--- config.mk ---
export PLATFORM = sky130hd
export DESIGN_NAME = u2_sample_link
export DESIGN_NICKNAME = d
export VERILOG_FILES = /design/src/verilog/u2_pkg.sv /design/src/verilog/setting_reg.sv /design/src/verilog/sample_link_ctrl.sv /design/src/verilog/fifo_32_to_16.sv /design/src/verilog/serdes_tx_framer.sv /design/src/verilog/status_panel.sv /design/src/verilog/u2_sample_link.sv
export SDC_FILE = /design/constraint.sdc
export NUM_CORES = 1
export LEC_CHECK = 0
export ABC_AREA = 0
export BUFFER_PORTS_ARGS = -buffer_cell sky130_fd_sc_hd__buf_2
export CORE_ASPECT_RATIO = 0.6
export CORE_MARGIN = 3
export CORE_UTILIZATION = 50
export CTS_BUF_LIST = sky130_fd_sc_hd__clkbuf_16
export DETAILED_ROUTE_END_ITERATION = 10
export PLACE_DENSITY_LB_ADDON = 0.08
export SLEW_MARGIN = 30
export SYNTH_ARGS = -nofsm -noshare
export SYNTH_HDL_FRONTEND = slang
export SYNTH_SLANG_ARGS = --single-unit
--- constraint.sdc ---
create_clock -name dsp_clk -period 6.7 [get_ports dsp_clk]
set_clock_uncertainty 0.1 [all_clocks]
set_input_delay 0.335 -clock dsp_clk [delete_from_list [all_inputs] [get_ports dsp_clk]]
set_output_delay 0.335 -clock dsp_clk [all_outputs]
set_load 0.01 [all_outputs]
--- src/verilog/u2_pkg.sv ---
// Shared definitions for the sample link
// Settings bus layout, register map, FIFO sizing and SERDES constants
package u2_pkg;

   ////////////////////////////////////////////////////////////
   // Settings bus
   localparam int SET_ADDR_W = 8;
   localparam int SET_DATA_W = 32;

   typedef struct packed {
      logic                  stb;
      logic [SET_ADDR_W-1:0] addr;
      logic [SET_DATA_W-1:0] data;
   } set_bus_t;

   // Register map
   localparam logic [SET_ADDR_W-1:0] SR_SER     = 8'd1;
   localparam logic [SET_ADDR_W-1:0] SR_LED_SW  = 8'd3;
   localparam logic [SET_ADDR_W-1:0] SR_LED_SRC = 8'd8;
   localparam logic [SET_ADDR_W-1:0] SR_CLEAR   = 8'd9;

   // Bits 4..1 under hardware control out of reset
   localparam logic [7:0] LED_SRC_RESET = 8'b0001_1110;

   // SERDES control lines, enable sits in bit 3
   typedef struct packed {
      logic enable;
      logic prbsen;
      logic loopen;
      logic rx_en;
   } ser_ctrl_t;

   ////////////////////////////////////////////////////////////
   // Datapath
   localparam int SAMPLE_W   = 32;
   localparam int SER_W      = 16;
   localparam int FIFO_DEPTH = 16;
   localparam int FIFO_CNT_W = 5;

   // K28.5 comma in the low byte
   localparam logic [SER_W-1:0] SER_IDLE_WORD = 16'h50BC;

   ////////////////////////////////////////////////////////////
   // Readback
   localparam int RB_ADDR_W = 2;
   localparam logic [RB_ADDR_W-1:0] RB_STATUS = 2'd0;
   localparam logic [RB_ADDR_W-1:0] RB_COUNT  = 2'd1;
   localparam logic [RB_ADDR_W-1:0] RB_DROPS  = 2'd2;
   localparam logic [RB_ADDR_W-1:0] RB_COMPAT = 2'd3;

   // Bump when the register map or datapath changes
   localparam logic [31:0] COMPAT_NUM = 32'd4;

endpackage

--- src/verilog/setting_reg.sv ---
// Settings register
// Loads its payload from the settings bus on an address match
module setting_reg #(
   parameter logic [u2_pkg::SET_ADDR_W-1:0] my_addr = '0,
   parameter type T = logic [7:0],
   parameter T at_reset = '0
) (
   input  logic             dsp_clk,
   input  logic             rst_i,
   input  u2_pkg::set_bus_t set_i,
   output T                 out_o,
   output logic             changed_o
);

   logic hit;

   assign hit = set_i.stb && (set_i.addr == my_addr);

   always_ff @(posedge dsp_clk) begin
      if (rst_i) begin
         out_o     <= at_reset;
         changed_o <= 1'b0;
      end else begin
         if (hit) begin
            // Payload comes from the low data bits
            out_o <= T'(set_i.data[$bits(T)-1:0]);
         end
         changed_o <= hit;
      end
   end

endmodule

--- src/verilog/sample_link_ctrl.sv ---
// Receive sample control
// Qualifies samples by run and strobe, enqueues or drops them and keeps counts
module sample_link_ctrl (
   input  logic                        dsp_clk,
   input  logic                        rst_i,
   input  logic [u2_pkg::SAMPLE_W-1:0] sample_i,
   input  logic                        strobe_i,
   input  logic                        run_i,
   input  logic                        clear_i,
   input  logic                        enq_rdy_i,
   output logic                        enq_en_o,
   output logic [u2_pkg::SAMPLE_W-1:0] enq_dat_o,
   output logic                        overrun_o,
   output logic                        run_o,
   output logic [31:0]                 count_o,
   output logic [31:0]                 drops_o
);

   logic [u2_pkg::SAMPLE_W-1:0] sample_q;
   logic                        strobe_q;
   logic                        run_q;
   logic                        drop;

   ////////////////////////////////////////////////////////////
   // Input stage
   always_ff @(posedge dsp_clk) begin
      sample_q <= sample_i;
   end

   always_ff @(posedge dsp_clk) begin
      if (rst_i) begin
         strobe_q <= 1'b0;
         run_q    <= 1'b0;
      end else begin
         strobe_q <= strobe_i;
         run_q    <= run_i;
      end
   end

   // Valid sample goes to the FIFO only with room for both halves
   assign enq_en_o  = run_q && strobe_q && enq_rdy_i;
   assign drop      = run_q && strobe_q && !enq_rdy_i;
   assign enq_dat_o = sample_q;
   assign run_o     = run_q;

   ////////////////////////////////////////////////////////////
   // Counters and overrun pulse
   always_ff @(posedge dsp_clk) begin
      if (rst_i) begin
         overrun_o <= 1'b0;
         count_o   <= '0;
         drops_o   <= '0;
      end else begin
         overrun_o <= drop;
         if (clear_i) begin
            count_o <= '0;
            drops_o <= '0;
         end else begin
            if (enq_en_o)
               count_o <= count_o + 1'b1;
            if (drop)
               drops_o <= drops_o + 1'b1;
         end
      end
   end

   // FIFO room only shrinks on one of our enqueues
   a_room_kept: assert property (@(posedge dsp_clk) disable iff (rst_i)
      enq_rdy_i && !enq_en_o |=> enq_rdy_i);

endmodule

--- src/verilog/fifo_32_to_16.sv ---
// Width converting FIFO
// Takes 32-bit samples and hands out 16-bit halves, upper half first
module fifo_32_to_16 (
   input  logic                          dsp_clk,
   input  logic                          rst_i,
   input  logic                          clear_i,
   input  logic                          enq_en_i,
   input  logic [u2_pkg::SAMPLE_W-1:0]   enq_dat_i,
   output logic                          enq_rdy_o,
   input  logic                          deq_en_i,
   output logic [u2_pkg::SER_W-1:0]      deq_dat_o,
   output logic                          deq_rdy_o,
   output logic [u2_pkg::FIFO_CNT_W-1:0] occupancy_o
);

   logic [u2_pkg::SER_W-1:0] mem [u2_pkg::FIFO_DEPTH];

   // Write side counts whole samples, read side counts halves
   // Both carry one wrap bit above the index
   logic [u2_pkg::FIFO_CNT_W-2:0] wr_word;
   logic [u2_pkg::FIFO_CNT_W-1:0] rd_half;

   ////////////////////////////////////////////////////////////
   // Status
   assign occupancy_o = {wr_word, 1'b0} - rd_half;
   assign enq_rdy_o   = occupancy_o <= u2_pkg::FIFO_CNT_W'(u2_pkg::FIFO_DEPTH - 2);
   assign deq_rdy_o   = occupancy_o != '0;
   assign deq_dat_o   = mem[rd_half[u2_pkg::FIFO_CNT_W-2:0]];

   ////////////////////////////////////////////////////////////
   // Storage
   always_ff @(posedge dsp_clk) begin
      if (enq_en_i) begin
         mem[{wr_word[u2_pkg::FIFO_CNT_W-3:0], 1'b0}] <=
            enq_dat_i[u2_pkg::SAMPLE_W-1:u2_pkg::SER_W];
         mem[{wr_word[u2_pkg::FIFO_CNT_W-3:0], 1'b1}] <= enq_dat_i[u2_pkg::SER_W-1:0];
      end
   end

   // Pointers, clear empties the store
   always_ff @(posedge dsp_clk) begin
      if (rst_i || clear_i) begin
         wr_word <= '0;
         rd_half <= '0;
      end else begin
         if (enq_en_i)
            wr_word <= wr_word + 1'b1;
         if (deq_en_i)
            rd_half <= rd_half + 1'b1;
      end
   end

   // Framer never pops an empty FIFO
   a_no_underflow: assert property (@(posedge dsp_clk) disable iff (rst_i)
      deq_en_i |-> deq_rdy_o);

endmodule

--- src/verilog/serdes_tx_framer.sv ---
// SERDES transmit framer
// Registers one word per cycle, FIFO data when enabled or the comma idle
module serdes_tx_framer (
   input  logic                     dsp_clk,
   input  logic                     rst_i,
   input  logic                     enable_i,
   input  logic                     deq_rdy_i,
   input  logic [u2_pkg::SER_W-1:0] deq_dat_i,
   output logic                     deq_en_o,
   output logic [u2_pkg::SER_W-1:0] ser_t_o,
   output logic                     ser_tklsb_o,
   output logic                     ser_tkmsb_o
);

   assign deq_en_o = enable_i && deq_rdy_i;

   always_ff @(posedge dsp_clk) begin
      if (rst_i) begin
         ser_t_o     <= u2_pkg::SER_IDLE_WORD;
         ser_tklsb_o <= 1'b1;
      end else if (deq_en_o) begin
         ser_t_o     <= deq_dat_i;
         ser_tklsb_o <= 1'b0;
      end else begin
         // Comma in the low byte keeps the link aligned
         ser_t_o     <= u2_pkg::SER_IDLE_WORD;
         ser_tklsb_o <= 1'b1;
      end
   end

   // Upper byte never carries a K character here
   assign ser_tkmsb_o = 1'b0;

endmodule

--- src/verilog/status_panel.sv ---
// Status panel
// LED source mux and registered readback of status words
module status_panel (
   input  logic                          dsp_clk,
   input  logic                          rst_i,
   input  logic [7:0]                    led_sw_i,
   input  logic [7:0]                    led_src_i,
   input  logic                          run_i,
   input  logic                          ser_enable_i,
   input  logic [u2_pkg::FIFO_CNT_W-1:0] occupancy_i,
   input  logic [31:0]                   count_i,
   input  logic [31:0]                   drops_i,
   input  logic [u2_pkg::RB_ADDR_W-1:0]  rb_addr_i,
   output logic [7:0]                    leds_o,
   output logic [31:0]                   rb_data_o
);

   logic [7:0] led_hw;

   ////////////////////////////////////////////////////////////
   // LEDs
   assign led_hw = {4'b0000, run_i, ser_enable_i, |occupancy_i, 1'b0};

   // Source bit 1 selects hardware, 0 selects software
   assign leds_o = (led_src_i & led_hw) | (~led_src_i & led_sw_i);

   ////////////////////////////////////////////////////////////
   // Readback
   always_ff @(posedge dsp_clk) begin
      if (rst_i) begin
         rb_data_o <= '0;
      end else begin
         unique case (rb_addr_i)
            u2_pkg::RB_STATUS:
               rb_data_o <= {{(32 - u2_pkg::FIFO_CNT_W){1'b0}}, occupancy_i};
            u2_pkg::RB_COUNT:  rb_data_o <= count_i;
            u2_pkg::RB_DROPS:  rb_data_o <= drops_i;
            u2_pkg::RB_COMPAT: rb_data_o <= u2_pkg::COMPAT_NUM;
         endcase
      end
   end

endmodule

--- src/verilog/u2_sample_link.sv ---
// Sample link top level
// Settings registers, receive sample path to the SERDES transmitter, status
module u2_sample_link (
   input  logic                          dsp_clk,
   input  logic                          rst_i,
   input  logic                          set_stb_i,
   input  logic [u2_pkg::SET_ADDR_W-1:0] set_addr_i,
   input  logic [u2_pkg::SET_DATA_W-1:0] set_data_i,
   input  logic [u2_pkg::SAMPLE_W-1:0]   sample_i,
   input  logic                          strobe_i,
   input  logic                          run_i,
   input  logic [u2_pkg::RB_ADDR_W-1:0]  rb_addr_i,
   output logic [7:0]                    leds_o,
   output logic [u2_pkg::SER_W-1:0]      ser_t_o,
   output logic                          ser_tklsb_o,
   output logic                          ser_tkmsb_o,
   output logic                          ser_enable_o,
   output logic                          ser_prbsen_o,
   output logic                          ser_loopen_o,
   output logic                          ser_rx_en_o,
   output logic                          overrun_o,
   output logic [31:0]                   rb_data_o
);

   u2_pkg::set_bus_t               set_bus;
   u2_pkg::ser_ctrl_t              ser_ctrl;
   logic [7:0]                     led_sw;
   logic [7:0]                     led_src;
   logic                           clear;
   logic                           run;
   logic                           enq_en;
   logic                           enq_rdy;
   logic [u2_pkg::SAMPLE_W-1:0]    enq_dat;
   logic                           deq_en;
   logic                           deq_rdy;
   logic [u2_pkg::SER_W-1:0]       deq_dat;
   logic [u2_pkg::FIFO_CNT_W-1:0]  occupancy;
   logic [31:0]                    count;
   logic [31:0]                    drops;

   assign set_bus = {set_stb_i, set_addr_i, set_data_i};

   assign ser_enable_o = ser_ctrl.enable;
   assign ser_prbsen_o = ser_ctrl.prbsen;
   assign ser_loopen_o = ser_ctrl.loopen;
   assign ser_rx_en_o  = ser_ctrl.rx_en;

   ////////////////////////////////////////////////////////////
   // Settings registers
   setting_reg #(.my_addr(u2_pkg::SR_SER), .T(u2_pkg::ser_ctrl_t)) sr_ser (
      .dsp_clk(dsp_clk), .rst_i(rst_i), .set_i(set_bus),
      .out_o(ser_ctrl), .changed_o());

   setting_reg #(.my_addr(u2_pkg::SR_LED_SW), .T(logic [7:0])) sr_led_sw (
      .dsp_clk(dsp_clk), .rst_i(rst_i), .set_i(set_bus),
      .out_o(led_sw), .changed_o());

   setting_reg #(.my_addr(u2_pkg::SR_LED_SRC), .T(logic [7:0]),
                 .at_reset(u2_pkg::LED_SRC_RESET)) sr_led_src (
      .dsp_clk(dsp_clk), .rst_i(rst_i), .set_i(set_bus),
      .out_o(led_src), .changed_o());

   // Any write here flushes the sample path
   setting_reg #(.my_addr(u2_pkg::SR_CLEAR), .T(logic)) sr_clear (
      .dsp_clk(dsp_clk), .rst_i(rst_i), .set_i(set_bus),
      .out_o(), .changed_o(clear));

   ////////////////////////////////////////////////////////////
   // Sample path
   sample_link_ctrl sample_link_ctrl_i (
      .dsp_clk(dsp_clk), .rst_i(rst_i),
      .sample_i(sample_i), .strobe_i(strobe_i), .run_i(run_i), .clear_i(clear),
      .enq_rdy_i(enq_rdy), .enq_en_o(enq_en), .enq_dat_o(enq_dat),
      .overrun_o(overrun_o), .run_o(run), .count_o(count), .drops_o(drops));

   fifo_32_to_16 fifo_32_to_16_i (
      .dsp_clk(dsp_clk), .rst_i(rst_i), .clear_i(clear),
      .enq_en_i(enq_en), .enq_dat_i(enq_dat), .enq_rdy_o(enq_rdy),
      .deq_en_i(deq_en), .deq_dat_o(deq_dat), .deq_rdy_o(deq_rdy),
      .occupancy_o(occupancy));

   serdes_tx_framer serdes_tx_framer_i (
      .dsp_clk(dsp_clk), .rst_i(rst_i), .enable_i(ser_ctrl.enable),
      .deq_rdy_i(deq_rdy), .deq_dat_i(deq_dat), .deq_en_o(deq_en),
      .ser_t_o(ser_t_o), .ser_tklsb_o(ser_tklsb_o), .ser_tkmsb_o(ser_tkmsb_o));

   ////////////////////////////////////////////////////////////
   // LEDs and readback
   status_panel status_panel_i (
      .dsp_clk(dsp_clk), .rst_i(rst_i),
      .led_sw_i(led_sw), .led_src_i(led_src),
      .run_i(run), .ser_enable_i(ser_ctrl.enable),
      .occupancy_i(occupancy), .count_i(count), .drops_i(drops),
      .rb_addr_i(rb_addr_i), .leds_o(leds_o), .rb_data_o(rb_data_o));

endmodule

* Yosys cells after proc, flatten, opt, wreduce, memory -nomap -nowiden *
Memories as Yosys holds them, arrays and structs flattened. A register that Yosys moved wholly into a read port is not among the register bits.
Index checks and enable logic that the tools add are counted.

word-level totals
  bits of input ports = 79
  RAM bits = 256
  output and inout port bits = 63
  memories kept = 1
  register bits after elaboration = 162
  logic and storage cells = 55

memory list
  memory               words  bits a word  rd ports  clocked after memory_dff  write ports  line                 source
  fifo_32_to_16_i.mem  16     16           1         1                         2            fifo_32_to_16.sv:16  logic [u2_pkg::SER_W-1:0] mem [u2_pkg::FIFO_DEPTH];

operators by class
  muxes and demuxes = 4
  $lt $le $gt $ge = 1
  bitwise logic cells = 5
  add/subtract/negate cells = 5
  equal/unequal tests = 7
  reduce and logical (&&, ||, !) cells = 15

operators with widths
  kind                     number
  $pmux W32 S4             1
  $add A32 B1 Y32 const B  2
  $eq A8 B4 Y1 const B     2
  $and A8 B4 Y8            1
  $and A8 B8 Y8            1
  $eq A8 B1 Y1 const B     1
  $eq A8 B2 Y1 const B     1
  $logic_and A1 B1 Y1      8
  $not A8 Y8               1
  $or A8 B8 Y8             1
  $add A5 B1 Y5 const B    1
  $le A5 B4 Y1 const B     1
  $reduce_bool A5 Y1       1
  $reduce_or A5 Y1         1
  $sub A5 B5 Y5            1
  $add A4 B1 Y4 const B    1
  $eq A2 B2 Y1 const B     2
  $reduce_or A2 Y1         2
  $mux W1                  3
  $eq A2 B1 Y1 const B     1
  $logic_not A2 Y1         1
  $logic_not A1 Y1         1
  $logic_or A1 B1 Y1       1
  $not A1 Y1               1

* Depth between registers and ports, before layout *
  depth after elaboration = 5
  depth in mapped cells = 14
  mapped depth without buffers = 9

* By module *
A second synthesis with hierarchy kept.

second synthesis, totals
  cells, all modules = 1155
  area total of the unflattened synthesis = 17236.5 um^2

modules (own cells, without submodules)
  module                    cells each  instances  area each (um^2)
  fifo_32_to_16             474         1          10393.7
  sample_link_ctrl          403         1          3791.1
  status_panel              130         1          1360.1
  serdes_tx_framer          40          1          549.3
  setting_reg (sr_led_sw)   39          1          412.9
  setting_reg (sr_led_src)  39          1          386.6
  setting_reg (sr_ser)      21          1          240.2
  setting_reg (sr_clear)    9           1          102.6

* Least setup slack after synthesis *
No wires, ideal clock.

  path kind = register to register
  from = register fifo_32_to_16_i.rd_half[1] (netlist bit)
  to = memory fifo_32_to_16_i.mem[6][0] (netlist bit), enable pin
  path slack = 0.123 ns
  data arrival time = 5.963 ns
  buffers on the path = 3
  stages on the path, launching flop included = 11
  data required time = 6.087 ns
  clock period less this slack = 6.577 ns
  path through = dfxtp_1 > buf_1 > clkbuf_1 > inv_1 > ha_1 > and3b_1 > o2111a_1 > nor2_2 > buf_2 > nand3_2 > nor4b_1

RTL lines
  element                 line                 source
  start, declared         fifo_32_to_16.sv:21  logic [u2_pkg::FIFO_CNT_W-1:0] rd_half;
  start signal, assigned  fifo_32_to_16.sv:49  rd_half <= rd_half + 1'b1;
  end, declared           fifo_32_to_16.sv:16

==> results.cfg <==
[place]
routabilityCongestion = 0.779
place_area_um2 = 18200
portBuffers = 116
pre_cts_slack_ns = 2.63
hpwl_mm = 22.4

[synth]
synth_common_cells = edfxtp_1 (256), dfxtp_1 (178), nand2_1 (88)
synthArstFlopShare = 0
ys_seq_elements = 434
yosysTopAreaCellShare = 0.448
synth_edf_count = 256
synth_fp_nets = 1270
yosysUniqueCellTypes = 58
yosysTopAreaCell = edfxtp_1
syn_area_per_cell_um2 = 14.5
synthesis.area_um2 = 17100
yosysSeqAreaShare = 0.656
yosysWarnings = 0
synthFlopType = edfxtp_1
syn-instance-count = 1181
synth.area.top_cells = edfxtp_1 (45%), dfxtp_1 (21%), mux4_2 (11%), mux2i_1 (4.1%), or3_1 (1.9%)
synth.most_common_cell = edfxtp_1

[route]
firstDrtPassIters = 5
drc = 0
wl_per_cell_um = 21.1
routed_via_density = 5.84
via_count = 10500
ant_nets = 0
drt_iter0_markers = 973
drt-total-wl_mm = 38.1

[cells_and_area]
antennaDiodeCount = 0
final_nets = 1410
fill_cells = 2572
final_area_um2 = 19900
register_area_um2 = 11300
multi_input_area_um2 = 5590
layout-drive-gt1-share = 0.220
area_growth_pct = 15.8

[clock_network]
cts_buffer_depth = 3
cts_tree = built
insertion_delay_ns = 0.53
path_clk_slew_ns = 0.06
cts_root_buf = clkbuf_16
htreeDepth = 2
clock-sinks = 434
cts_buffers = 41

[die]
start_util = 0.518
die_x_um = 245
fp.dieH_um = 149
core-area_um2 = 33100
ios = 142
rows = 51
die_area_um2 = 36600

[timing]
relSlewSlack = 0.378
tightest_slew_ns = 0.933
period_needed_ns = 3.99
hold_violations = 0
holdWs_ns = 0.0291
fin_crit_sh = 0.595
rsz0062_at_grt = false
tns_ns = 0
slew_viol_final = 0
postLayoutSetupSlackWorst_ns = 2.71
setup_viol = 0
clock.fmax_mhz = 251

[hold_path]
hold_end = sr_clear.changed_o
min-delay-start = set_addr_i[7]
worst_hold_path_type = in -> reg
min_path_cells = 4

[global_routing]
grt.total_usage = 0.210
grt_pass1_vias = 10300
grt_pass1_wl_mm = 59.5
grt_antenna_before_repair = 0
grt_max_degree = 61
overflow = 0

[worst_setup_path]
r2r-start = fifo_32_to_16_i.wr_word[0]
r2r_setup_slack_ns = 2.71
critPathCaptureType = register
worstPathArrival_ns = 4.04
crit_type = reg -> reg
reg2reg_depth = 8
cp.required_ns = 6.75
critical_path.max_fanout = 43
start_kind = register
r2r-end = fifo_32_to_16_i.mem[5][2]

[job]
cap_violations = 0

[power]
ir_drop_mv = 0.191
p_per_area_nw_per_um2 = 257
power_leakage_nw = 6.99

[status]
status = finished clean
sequential cells by signal, indices dropped and copies added, names as in the netlist, 4 cells and up:
register / cells
sample_link_ctrl_i.enq_dat_o: 32
sample_link_ctrl_i.drops_o: 32
sr_ser.out_o: 4
fifo_32_to_16_i.wr_word: 4
fifo_32_to_16_i.mem: 256
serdes_tx_framer_i.ser_t_o: 16
fifo_32_to_16_i.rd_half: 5
sample_link_ctrl_i.count_o: 32
status_panel_i.rb_data_o: 32
sr_led_sw.out_o: 8
sr_led_src.out_o: 8
how the worst max path moves through the flow:
stage | from | end | slack (ns) | depth (start not counted)
final | fifo_32_to_16_i.wr_word[0] | fifo_32_to_16_i.mem[5][2] | 2.71 | 8
after global routing | fifo_32_to_16_i.wr_word[0] | fifo_32_to_16_i.mem[5][9] | 2.50 | 8
after CTS | fifo_32_to_16_i.wr_word[0] | fifo_32_to_16_i.mem[8][14] | 2.64 | 8
after detailed placement | fifo_32_to_16_i.wr_word[0] | fifo_32_to_16_i.mem[8][3] | 2.63 | 8
after global placement | fifo_32_to_16_i.wr_word[0] | fifo_32_to_16_i.mem[9][3] | 2.73 | 8
after floorplan | fifo_32_to_16_i.rd_half[1] | fifo_32_to_16_i.mem[6][0] | 0.12 | 10
routing by layer:
metal	wire length (um)	global-route usage	up-vias
li1	-	-	4865
met1	18700	0.336	5273
met2	16400	0.302	350
met3	2620	0.0376	33
met4	396	0.0407	0
met5	0	0	-
layout make-up:
type | instances | share of cell area
Inverter | 12 | 0.00227
Tap cell | 450 | 0.0283
Multi-Input combinational cell | 651 | 0.281
Clock inverter | 33 | 0.00894
Timing Repair Buffer | 181 | 0.0596
Clock buffer | 42 | 0.0529
Sequential cell | 434 | 0.567
cell families after synthesis:
kind of cell	after synthesis	share of synthesized area
and+or+nand+nor	360	0.110
xor gates and xnor gates	4	0.00204
buffers and inverters	96	0.0233
muxes	153	0.148
AOI/OAI and AO/OA	123	0.0530
DFF	434	0.656
other	1	0.000219
adders and majority gates	10	0.00773
critical path, cell delays in order, from the launching register on:
cell	delay, ns
dfxtp_1	0.50
inv_1	0.19
fa_1	0.47
nand2b_1	0.20
a21oi_1	0.45
xnor2_2	0.09
buf_4	0.29
nor4_2	0.42
and3b_2	0.89
power by group:
group | switching, mW | internal (mW)
clock network | 0.962 | 1.18
registers | 0.0252 | 2.84
logic | 0.0571 | 0.0484
placed cells by master, fill, tap and decap left out, types with 14 or more instances in the layout:
master,instances
edfxtp_1,256
dfxtp_1,176
buf_2,116
nand2_1,88
mux4_2,80
mux2i_1,71
nor2_1,62
or3_1,53
dlygate4sd3_1,45
clkbuf_16,42
nand4_1,41
a21oi_1,27
a22oi_1,27
nand3_1,22
inv_1,21
buf_4,19
and2_1,14
metrics by stage:
stage	cells	util	total power, mW
final	1803	0.600	5.11
after global routing	1803	0.600	5.29
after CTS	1803	0.600	5.16
after detailed placement	1683	0.549	3.00
after global placement	1683	0.549	3.00
after floorplan	1181	-	2.96
what timing repair did:
action | in CTS | in global routing
hold buffers | 45 | 0
buffers inserted | 0 | 0
resized for setup | 0 | 0
endpoints found under the hold margin | 55 | 0
No activity file was read; power rests on OpenSTA's default activity.
